<file path="src/source/ads_cfg.svh">
`ifndef ADS_CFG_SVH
`define ADS_CFG_SVH

// system clocks per sclk half period
// one byte on the wire is 16 of these
`define ADS_SPI_HALF_BIT 4

// csn stays low this long after the last sclk fall
// device wants 4 tclk or more before csn goes high
`define ADS_CS_HOLD_CLKS 6

// pwdn/reset low pulse length in clocks
`define ADS_RESET_PULSE_CLKS 8

// register address field inside the first opcode byte
`define ADS_REG_ADDR_W 5

`endif

</file>
<file path="src/source/ads_pkg.sv">
package ads_pkg;

	typedef logic [7:0] ads_byte_t; // one spi byte

	// host control code, 3'b100 and up decode as idle
	typedef enum logic [2:0] {
		CB_IDLE   = 3'b000,
		CB_SYSCMD = 3'b001, // uses i_command
		CB_WREG   = 3'b010, // uses i_reg_addr and i_wdata
		CB_RREG   = 3'b011  // uses i_reg_addr
	} ads_ctl_e;

	// these three go to pins, everything else is sent as an spi byte
	typedef enum logic [7:0] {
		CM_RESET = 8'h06,
		CM_START = 8'h08,
		CM_STOP  = 8'h0A
	} ads_cmd_e;

	localparam logic [2:0] OP_RREG    = 3'b001; // 001r_rrrr
	localparam logic [2:0] OP_WREG    = 3'b010; // 010r_rrrr
	localparam ads_byte_t  OP_NUM_ONE = 8'h00;  // register count minus one

	typedef enum logic [3:0] {
		ST_IDLE      = 4'd0,
		ST_PIN       = 4'd1, // start/stop/reset pulse issued
		ST_RST_WAIT  = 4'd2, // reset pin still low
		ST_SEND      = 4'd3, // hand next byte to spi engine
		ST_WAIT_BYTE = 4'd4,
		ST_HOLD      = 4'd5  // csn hold after last byte
	} ads_seq_state_e;

endpackage

</file>
<file path="src/source/spi_byte_master.sv">
module spi_byte_master #(
	parameter int CLKS_PER_HALF_BIT = 4 // even, 2 or more
) (
	input  logic               clk,
	input  logic               rstn,
	input  ads_pkg::ads_byte_t i_tx_byte,
	input  logic               i_tx_dv,
	output logic               o_tx_ready,
	output logic               o_rx_dv,
	output ads_pkg::ads_byte_t o_rx_byte,
	output logic               o_sclk,
	output logic               o_mosi,
	input  logic               i_miso
);
	import ads_pkg::*;

	localparam int HB_W = $clog2(CLKS_PER_HALF_BIT);
	localparam logic [HB_W-1:0] HB_LAST = HB_W'(CLKS_PER_HALF_BIT - 1);

	logic [HB_W-1:0] hb_cnt;    // clocks spent in current half bit
	logic [4:0]      edge_cnt;  // sclk edges still to go, 16 per byte
	logic            half_done; // sclk toggles this cycle
	logic            last_edge;
	ads_byte_t       tx_shift;  // msb sits on mosi
	ads_byte_t       rx_shift;

	assign half_done = (edge_cnt != 5'd0) && (hb_cnt == HB_LAST);
	assign last_edge = half_done && (edge_cnt == 5'd1); // final falling edge
	assign o_mosi = tx_shift[7];

	// mode 0 so sclk idles low
	always_ff @(posedge clk or negedge rstn) begin
		if (!rstn) begin
			hb_cnt     <= '0;
			edge_cnt   <= 5'd0;
			o_sclk     <= 1'b0;
			o_tx_ready <= 1'b1;
			o_rx_dv    <= 1'b0;
			tx_shift   <= '0; // keeps mosi low out of reset
		end else begin
			o_rx_dv <= 1'b0;
			if (i_tx_dv && o_tx_ready) begin
				tx_shift   <= i_tx_byte; // bit 7 valid before first rise
				edge_cnt   <= 5'd16;
				hb_cnt     <= '0;
				o_tx_ready <= 1'b0;
			end else if (half_done) begin
				hb_cnt   <= '0;
				o_sclk   <= ~o_sclk;
				edge_cnt <= edge_cnt - 5'd1;
				// falling edge moves the next bit onto mosi
				if (o_sclk) begin
					tx_shift <= {tx_shift[6:0], 1'b0};
				end
				if (last_edge) begin
					o_tx_ready <= 1'b1; // byte done
					o_rx_dv    <= 1'b1;
				end
			end else if (edge_cnt != 5'd0) begin
				hb_cnt <= hb_cnt + 1'b1;
			end
		end
	end

	// miso taken on the rising edge, msb first
	always_ff @(posedge clk) begin
		if (half_done && !o_sclk) begin
			rx_shift <= {rx_shift[6:0], i_miso};
		end
		if (last_edge) begin
			o_rx_byte <= rx_shift; // all 8 bits in after the 8th rise
		end
	end

endmodule

</file>
<file path="src/source/ads_pin_regs.sv">
`include "ads_cfg.svh"

module ads_pin_regs (
	input  logic clk,
	input  logic rstn,
	input  logic i_start_set,
	input  logic i_start_clr,
	input  logic i_reset_go,
	output logic o_ads_start,
	output logic o_ads_reset_n,
	output logic o_reset_active
);
	localparam int RST_W = $clog2(`ADS_RESET_PULSE_CLKS + 1);
	localparam logic [RST_W-1:0] RST_LOAD = RST_W'(`ADS_RESET_PULSE_CLKS);

	logic [RST_W-1:0] rst_cnt; // reset pulse cycles left

	// start pin level, conversions run while high
	always_ff @(posedge clk or negedge rstn) begin
		if (!rstn) begin
			o_ads_start <= 1'b0;
		end else if (i_start_set) begin
			o_ads_start <= 1'b1;
		end else if (i_start_clr) begin
			o_ads_start <= 1'b0;
		end
	end

	// pwdn/reset pin, registered so the pin never glitches
	always_ff @(posedge clk or negedge rstn) begin
		if (!rstn) begin
			rst_cnt       <= '0;
			o_ads_reset_n <= 1'b1;
		end else if (i_reset_go) begin
			rst_cnt       <= RST_LOAD;
			o_ads_reset_n <= 1'b0; // pulse starts
		end else if (rst_cnt != '0) begin
			rst_cnt <= rst_cnt - 1'b1;
			if (rst_cnt == RST_W'(1)) begin
				o_ads_reset_n <= 1'b1;
			end
		end
	end

	assign o_reset_active = (rst_cnt != '0); // sequencer waits on this

endmodule

</file>
<file path="src/source/ads_seq.sv">
`include "ads_cfg.svh"

module ads_seq (
	input  logic               clk,
	input  logic               rstn,
	input  ads_pkg::ads_ctl_e  i_control,
	input  ads_pkg::ads_byte_t i_command,
	input  ads_pkg::ads_byte_t i_reg_addr,
	input  ads_pkg::ads_byte_t i_wdata,
	output ads_pkg::ads_byte_t o_rdata,
	output logic               o_busy,
	output logic               o_spi_csn,
	output ads_pkg::ads_byte_t o_tx_byte,
	output logic               o_tx_dv,
	input  logic               i_tx_ready,
	input  logic               i_rx_dv,
	input  ads_pkg::ads_byte_t i_rx_byte,
	output logic               o_start_set,
	output logic               o_start_clr,
	output logic               o_reset_go,
	input  logic               i_reset_active
);
	import ads_pkg::*;

	localparam int HOLD_W = $clog2(`ADS_CS_HOLD_CLKS + 1);
	localparam logic [HOLD_W-1:0] HOLD_LAST = HOLD_W'(`ADS_CS_HOLD_CLKS - 1);

	ads_seq_state_e             state;
	ads_ctl_e                   ctl_q;    // request being served
	ads_byte_t                  cmd_q;
	logic [`ADS_REG_ADDR_W-1:0] addr_q;   // only 5 address bits reach the device
	ads_byte_t                  wdata_q;
	ads_byte_t                  rx_hold;  // latest byte back from miso
	logic [1:0]                 byte_idx; // position in frame
	logic [1:0]                 last_idx;
	logic [HOLD_W-1:0]          hold_cnt;
	logic                       accept;
	logic                       pin_cmd;  // start/stop/reset never touch spi
	ads_byte_t                  frame_byte;

	assign accept = (state == ST_IDLE) && (i_control inside {CB_SYSCMD, CB_WREG, CB_RREG});
	assign pin_cmd = (i_control == CB_SYSCMD) &&
		(i_command inside {CM_START, CM_STOP, CM_RESET});
	assign last_idx = (ctl_q == CB_SYSCMD) ? 2'd0 : 2'd2; // 1 or 3 byte frame

	// byte to send for current frame position
	always_comb begin
		frame_byte = OP_NUM_ONE; // second byte of wreg and rreg
		case (byte_idx)
			2'd0: begin
				if (ctl_q == CB_WREG) begin
					frame_byte = {OP_WREG, addr_q};
				end else if (ctl_q == CB_RREG) begin
					frame_byte = {OP_RREG, addr_q};
				end else begin
					frame_byte = cmd_q; // opaque command byte
				end
			end
			2'd2: begin
				// rreg clocks a dummy 00 out while the data comes in
				frame_byte = (ctl_q == CB_WREG) ? wdata_q : 8'h00;
			end
			default: begin
				frame_byte = OP_NUM_ONE;
			end
		endcase
	end

	always_ff @(posedge clk or negedge rstn) begin
		if (!rstn) begin
			state       <= ST_IDLE;
			ctl_q       <= CB_IDLE;
			o_busy      <= 1'b0;
			o_spi_csn   <= 1'b1;
			o_tx_dv     <= 1'b0;
			o_start_set <= 1'b0;
			o_start_clr <= 1'b0;
			o_reset_go  <= 1'b0;
			byte_idx    <= 2'd0;
			hold_cnt    <= '0;
			o_rdata     <= '0;
		end else begin
			o_tx_dv     <= 1'b0; // all pulses last one cycle
			o_start_set <= 1'b0;
			o_start_clr <= 1'b0;
			o_reset_go  <= 1'b0;
			case (state)
				ST_IDLE: begin
					if (accept) begin
						ctl_q    <= i_control;
						o_busy   <= 1'b1;
						byte_idx <= 2'd0;
						if (pin_cmd) begin
							o_start_set <= (i_command == CM_START);
							o_start_clr <= (i_command == CM_STOP);
							o_reset_go  <= (i_command == CM_RESET);
							state       <= ST_PIN; // csn stays high
						end else begin
							o_spi_csn <= 1'b0; // frame opens with busy
							state     <= ST_SEND;
						end
					end
				end
				ST_PIN: begin
					// pin regs load the reset counter this edge
					if (cmd_q == CM_RESET) begin
						state <= ST_RST_WAIT;
					end else begin
						o_busy <= 1'b0; // start/stop done in one cycle
						state  <= ST_IDLE;
					end
				end
				ST_RST_WAIT: begin
					if (!i_reset_active) begin
						o_busy <= 1'b0;
						state  <= ST_IDLE;
					end
				end
				ST_SEND: begin
					if (i_tx_ready) begin
						o_tx_dv <= 1'b1;
						state   <= ST_WAIT_BYTE;
					end
				end
				ST_WAIT_BYTE: begin
					// rx_dv comes with tx_ready rising
					if (i_rx_dv) begin
						if (byte_idx == last_idx) begin
							hold_cnt <= HOLD_W'(1); // ready rise counts as the first
							state    <= ST_HOLD;
						end else begin
							byte_idx <= byte_idx + 2'd1;
							state    <= ST_SEND;
						end
					end
				end
				ST_HOLD: begin
					if (hold_cnt == HOLD_LAST) begin
						o_spi_csn <= 1'b1;
						o_busy    <= 1'b0;
						state     <= ST_IDLE;
						if (ctl_q == CB_RREG) begin
							o_rdata <= rx_hold; // third byte of the frame
						end
					end else begin
						hold_cnt <= hold_cnt + 1'b1;
					end
				end
				default: begin
					state <= ST_IDLE;
				end
			endcase
		end
	end

	// operands and bytes in flight
	always_ff @(posedge clk) begin
		if (accept) begin
			cmd_q   <= i_command;
			addr_q  <= i_reg_addr[`ADS_REG_ADDR_W-1:0];
			wdata_q <= i_wdata;
		end
		if (state == ST_SEND && i_tx_ready) begin
			o_tx_byte <= frame_byte;
		end
		if (state == ST_WAIT_BYTE && i_rx_dv) begin
			rx_hold <= i_rx_byte;
		end
	end

endmodule

</file>
<file path="src/source/ads_ctrl_top.sv">
`include "ads_cfg.svh"

module ads_ctrl_top (
	input  logic               clk,
	input  logic               rstn,
	input  ads_pkg::ads_ctl_e  i_control,
	input  ads_pkg::ads_byte_t i_command,
	input  ads_pkg::ads_byte_t i_reg_addr,
	input  ads_pkg::ads_byte_t i_wdata,
	output ads_pkg::ads_byte_t o_rdata,
	output logic               o_busy,
	output logic               o_spi_clk,
	output logic               o_spi_mosi,
	input  logic               i_spi_miso,
	output logic               o_spi_csn,
	output logic               o_ads_start,
	output logic               o_ads_reset_n
);
	import ads_pkg::*;

	// sequencer to spi engine
	ads_byte_t tx_byte;
	logic      tx_dv;
	logic      tx_ready;
	logic      rx_dv;
	ads_byte_t rx_byte;

	// sequencer to pin regs
	logic start_set;
	logic start_clr;
	logic reset_go;
	logic reset_active;

	ads_seq u_seq (
		.clk            (clk),
		.rstn           (rstn),
		.i_control      (i_control),
		.i_command      (i_command),
		.i_reg_addr     (i_reg_addr),
		.i_wdata        (i_wdata),
		.o_rdata        (o_rdata),
		.o_busy         (o_busy),
		.o_spi_csn      (o_spi_csn),
		.o_tx_byte      (tx_byte),
		.o_tx_dv        (tx_dv),
		.i_tx_ready     (tx_ready),
		.i_rx_dv        (rx_dv),
		.i_rx_byte      (rx_byte),
		.o_start_set    (start_set),
		.o_start_clr    (start_clr),
		.o_reset_go     (reset_go),
		.i_reset_active (reset_active)
	);

	ads_pin_regs u_pins (
		.clk            (clk),
		.rstn           (rstn),
		.i_start_set    (start_set),
		.i_start_clr    (start_clr),
		.i_reset_go     (reset_go),
		.o_ads_start    (o_ads_start),
		.o_ads_reset_n  (o_ads_reset_n),
		.o_reset_active (reset_active)
	);

	// mode 0 byte engine
	spi_byte_master #(
		.CLKS_PER_HALF_BIT (`ADS_SPI_HALF_BIT)
	) u_spi (
		.clk        (clk),
		.rstn       (rstn),
		.i_tx_byte  (tx_byte),
		.i_tx_dv    (tx_dv),
		.o_tx_ready (tx_ready),
		.o_rx_dv    (rx_dv),
		.o_rx_byte  (rx_byte),
		.o_sclk     (o_spi_clk),
		.o_mosi     (o_spi_mosi),
		.i_miso     (i_spi_miso)
	);

endmodule

</file>
<file path="config.mk">
export PLATFORM = sky130hd
export DESIGN_NAME = ads_ctrl_top
export DESIGN_NICKNAME = d
export VERILOG_FILES = /design/src/source/ads_pkg.sv /design/src/source/spi_byte_master.sv /design/src/source/ads_pin_regs.sv /design/src/source/ads_seq.sv /design/src/source/ads_ctrl_top.sv
export VERILOG_INCLUDE_DIRS = /design/src /design/src/source
export SDC_FILE = /design/constraint.sdc
export NUM_CORES = 1
export LEC_CHECK = 0
export ABC_AREA = 0
export BUFFER_PORTS_ARGS = -buffer_cell sky130_fd_sc_hd__buf_2
export CAP_MARGIN = 0
export CORE_MARGIN = 4
export CORE_UTILIZATION = 50
export CTS_CLUSTER_DIAMETER = 50
export DETAILED_ROUTE_END_ITERATION = 12
export GPL_ROUTABILITY_DRIVEN = 0
export PLACE_DENSITY_LB_ADDON = 0.3
export SYNTH_ARGS = -nofsm -noshare
export SYNTH_HDL_FRONTEND = slang
export SYNTH_SLANG_ARGS = --single-unit
</file>
<file path="constraint.sdc">
create_clock -name clk -period 3.5 [get_ports clk]
set_clock_uncertainty 0.05 [all_clocks]
set_input_delay 0.175 -clock clk [delete_from_list [all_inputs] [get_ports clk]]
set_output_delay 0.175 -clock clk [all_outputs]
set_load 0.005 [all_outputs]
</file>
## Word-level counts from Yosys, hierarchy flattened

Cells that the tools add are included.

- Register bits after elaboration: 103
- Input bits: 30
- Output and inout port bits: 14
- Word-level logic and storage cells: 165

- Add/sub/neg operators: 5
- Equality and inequality tests: 31
- Multiplexer cells: 63
- Bitwise gates (word level): 2
- Reduce and logical (&&, ||, !) cells: 37

Operators by type and width:

| operator | count |
|---|---|
| 2-to-1 mux 8 bit | 6 |
| 2-to-1 mux 1 bit | 29 |
| 2-to-1 mux 4 bit | 7 |
| case mux 4 bit (6 select lines) | 1 |
| 2-to-1 mux 2 bit | 9 |
| nonzero test 2 bit | 9 |
| == test 8 x 3 -> 1 bit (second input constant) | 2 |
| == test 8 x 4 -> 1 bit (second input constant) | 2 |
| case mux 8 bit (2 select lines) | 1 |
| == test 3 x 2 -> 1 bit (second input constant) | 4 |
| 2-to-1 mux 3 bit | 4 |
| AND reduction 4 bit | 3 |
| 2-to-1 mux 5 bit | 2 |
| != test 2 x 1 -> 1 bit (second input constant) | 5 |
| != test 2 bit (second input constant) | 5 |
| AND reduction 2 bit | 5 |
| AND reduction 5 bit | 2 |
| nonzero test 3 bit | 3 |
| == test 4 x 1 -> 1 bit (second input constant) | 2 |
| == test 4 x 2 -> 1 bit (second input constant) | 2 |
| == test 4 x 3 -> 1 bit (second input constant) | 2 |
| logical AND 1 bit | 8 |
| nonzero test 4 bit | 2 |
| == test 3 x 1 -> 1 bit (second input constant) | 2 |
| 18 further kinds | 21 |

## Depth between registers and ports, before layout

- Depth after elaboration: 6
- Gate-level depth with buffers: 8
- Depth with buffers taken out: 7

## Modules after synthesis

Synthesis repeated with hierarchy kept, for this count alone.

- Cells, all modules: 339
- Area, all modules: 4385.5 um^2

By module, submodules not included:

| module | times used | cells an instance | area each (um^2) | sequential area each (um^2) |
|---|---|---|---|---|
| ads_seq | 1 | 192 | 2642.5 | 1737.9 |
| spi_byte_master | 1 | 117 | 1425.1 | 932.1 |
| ads_pin_regs | 1 | 30 | 317.8 | 151.4 |

## Least setup slack after synthesis

Ideal clock, no wire load.

- Path kind: register to register
- From: register u_seq.state[1]
- To: register u_seq.addr_q[0], enable pin
- Setup time: 0.402 ns
- Arrival time: 1.825 ns
- Path slack: 1.223 ns
- Cell stages (with the launch flop): 3
- Path buffers: 0
- Period minus slack after synthesis: 2.277 ns
- Cell sequence: dfrtp_1 > or3_1 > nor2_1

- Cells in the longest elaborated chain, start to end: 2

RTL lines:

| item | RTL line | source |
|---|---|---|
| start: declaration | ads_seq.sv:28 | `ads_seq_state_e state;` |
| start signal: assignment | ads_seq.sv:71 | `state <= ST_IDLE;` |
| start signal: assignment | ads_seq.sv:97 | `state <= ST_PIN;` |
| start signal: assignment | ads_seq.sv:100 | `state <= ST_SEND;` |
| logical NOT 4 bit | ads_seq.sv:41 | `assign accept = (state == ST_IDLE) && (i_control inside {CB_SYSCMD, CB_WREG, CB_RREG});` |
| logical AND 1 bit | ads_seq.sv:41 |  |
| end signal: assignment | ads_seq.sv:160 | `` addr_q <= i_reg_addr[`ADS_REG_ADDR_W-1:0]; `` |
| end: declaration | ads_seq.sv:31 | `` logic [`ADS_REG_ADDR_W-1:0] addr_q; `` |

No other way between the ends.
A chain may end at the register's enable or synchronous reset.

## Worst setup path in the final report

- From: register u_seq.state[0]
- To: register u_seq.wdata_q[1], enable pin

- Cells in the longest elaborated chain, start to end: 2

RTL lines:

| item | RTL line | source |
|---|---|---|
| logical NOT 4 bit | ads_seq.sv:41 |  |
| logical AND 1 bit | ads_seq.sv:41 |  |
| end signal: assignment | ads_seq.sv:161 | `wdata_q <= i_wdata;` |
| end: declaration | ads_seq.sv:32 | `ads_byte_t wdata_q;` |

No other way between the ends.

==> impl_metrics.yaml <==
yosys:
  post_synth_instance_area_mm2: 0.004205
  dominantRegCellSynth: "edfxtp_1"
  synth_largest_area_cell: "edfxtp_1"
  synthesis.area_per_instance_um2: 13.06
  count_of_flip_flops_with_a_built_in_enable_after_synthesis: 53
  syn_nets: 362
  synth.lib_cells_used.distinct: 48
  synth_top_area_cells: "edfxtp_1, dfrtp_1, nand2_1, ha_1, mux2_2"
  ys_warn_count: 0
  synth-seq-cells: 102
  synthesis.instances: 322
  synth-seq-area-share: 0.6709
  post_synthesis_async_set_or_reset_flop_share: 0.4804
  synthDominantCellAreaShare: 0.3785
clocking:
  worstSkewPairLatency_ns: 0.36
  tritoncts.num_buffers: 9
  path_clk_slew_ns: 0.10
  cts-root-to-sink-buffers: 2
  tritoncts_clock_tree: "yes"
  cts_sink_cnt: 102
  cts_resized: 0
  ctsHtreeMaxLevel: 3
  clk_root_buffer_cell: "clkbuf_8"
detailed_routing:
  initialDrtViolationCount: 101
  residual_drc_count: 0
  num_vias: 2629
  average_routed_wire_per_standard_cell_um: 14.96
  antenna_left: 0
  final_wirelength_um: 7496
  avgViaCountPerCell: 5.248
  number_of_iterations_in_the_first_detailed_routing_pass: 4
global_route:
  grt_remaining_overflow: 0
  grt_pass1_wl_um: 12510
  grt_start_max_net_pins: 28
  grt_pass1_vias: 2629
  overall_fraction_of_global_route_tracks_in_use: 0.1621
  antenna_found_initial: 0
sta:
  finalCriticalPeriod_ns: 2.278
  timing.final.setup_violations: 0
  tightestPinTransition_ns: 1.064
  fmaxAchievable_ghz: 0.4390
  final_hold_viol_count: 0
  slew_headroom: 0.2899
  drv_slew: 0
  setup_repair_after_global_routing_missed_its_margin: "no"
  totalNegativeSetupSlack_ns: 0
  fin_crit_sh: 0.6509
min_path:
  min_delay_worst_type: "in2reg"
worst_setup_path:
  critical_path_arrival_ns: 2.22
  critical_path_peak_fanout: 23
  worst-endpoint-required_ns: 3.44
  crit_type: "reg2reg"
  setup.worst_path.end_class: "flip-flop"
  worst_setup_path_start_kind: "flip-flop"
place:
  place.detailed.hpwl_um: 5199
  portBuffers: 40
layout:
  area.growth.synth_to_final_pct: 17.76
  most-common-layout-cells: "edfxtp_1, dfrtp_1, nand2_1"
  layout.cells.most_common: "edfxtp_1"
  postLayoutCoreUtil: 0.6027
  drive_above_1_share: 0.2020
  fill_count: 653
  num-nets-final: 431
  n_antenna_cell: 0
run:
  maxCapViolations: 0
power:
  power.leakage_uw: 0.002170
  power.density_cell_area_mw_per_mm2: 443.6
  peakVddDrop_mv: 0.2387
floorplan:
  ioPinCount: 44
  initial_core_util: 0.5118
  placeableCoreArea_mm2: 0.008217
  die-area_mm2: 0.009942
  floorplan.die.height_um: 99.71
  die_w_um: 99.71
  row_count: 33
run_status:
  run_status: "complete, no violations"
final timing paths:
path	slack (ns)	end	startpoint	cells past startpoint
max	1.22	u_seq.wdata_q[1]	u_seq.state[0]	2
min	0.05	u_seq.ctl_q[1]	i_control[1]	2
max reg2reg	1.22	u_seq.wdata_q[1]	u_seq.state[0]	2
min reg2reg	0.38	u_seq.rx_hold[7]	u_spi.o_rx_byte[7]	0
max in group asynchronous	2.27	u_spi.o_tx_ready	rstn	3
min in group asynchronous	0.31	u_seq.o_rdata[6]	rstn	2
synthesized netlist by cell type, drive strengths merged (3+ instances only):
cell,instances
a21o,3
nor3b,6
dfrtp,46
inv,12
mux2,11
dfstp,3
nor2b,5
clkbuf,6
nand3,8
nor3,7
nor4,3
o21ai,14
ha,10
nand2,44
a21oi,4
nand4b,3
edfxtp,53
xnor2,4
nor2,27
a22o,9
mux2i,9
nand2b,4
registers in the layout (all words and copies together) (netlist names), 4 cells and up:
name / count
u_seq.cmd_q: 8
u_seq.o_rdata: 8
u_seq.o_tx_byte: 8
u_seq.rx_hold: 8
u_seq.wdata_q: 8
u_spi.o_rx_byte: 8
u_spi.rx_shift: 8
u_spi.tx_shift: 8
u_seq.addr_q: 5
u_spi.edge_cnt: 5
u_pins.rst_cnt: 4
what timing repair did:
item,in CTS,in global routing
hold buffers,23,0
buffers inserted,0,0
setup endpoints to repair,0,0
hold endpoints to repair,49,0
cells by family (layout without fill, tap and decap cells):
kind of cell | Yosys count | after routing | share of synthesized area
XOR/XNOR | 6 | 6 | 0.01250
AND/OR/NAND/NOR | 122 | 122 | 0.1491
flip-flops | 102 | 102 | 0.6709
adder cells (fa/ha/maj) | 10 | 10 | 0.02975
buffers and inverters | 20 | 94 | 0.01815
multiplexers | 20 | 20 | 0.05088
AO/OA/AOI/OAI | 42 | 42 | 0.06873
layer usage:
metal	track usage	share of wire
met5	0	0
met4	0.06513	0.013
met3	0.03576	0.042
met1	0.2099	0.45
met2	0.2658	0.49
cell type report:
class,instances,area [um^2],area share
inverters,12,45.04,0.009096
clock inverters,7,67.56,0.01364
multi-input cells,200,1310,0.2645
flip-flops and latches,102,2821,0.5697
repair buffers,66,452.9,0.09146
well taps,105,131.4,0.02653
clock buffers,9,123.9,0.02501
worst max-delay path: stages (launching register included):
cell	delay (ns)
dfrtp_1	0.51
or3_1	0.49
nor2_2	0.85
per-stage QoR:
| step | hold WS [ns] | cells | power (uW) | setup slack, ns | area (um^2) |
|---|---|---|---|---|---|
| floorplan | -0.1706 | 322 | 1438 | 1.223 | 4205 |
| global placement | 0.1874 | 462 | 1491 | 1.259 | 4531 |
| detailed placement | 0.1986 | 462 | 1506 | 1.253 | 4531 |
| CTS | 0.02942 | 501 | 2222 | 1.226 | 4952 |
| global route | 0.03691 | 501 | 2301 | 1.059 | 4952 |
| finish | 0.05056 | 501 | 2197 | 1.222 | 4952 |
where the power goes:
group	total [uW]	switching, uW	internal [uW]
logic	177	82.7	94.1
registers	1320	29.3	1290
clock network	700	424	276
(Power assumes the default switching activity.)
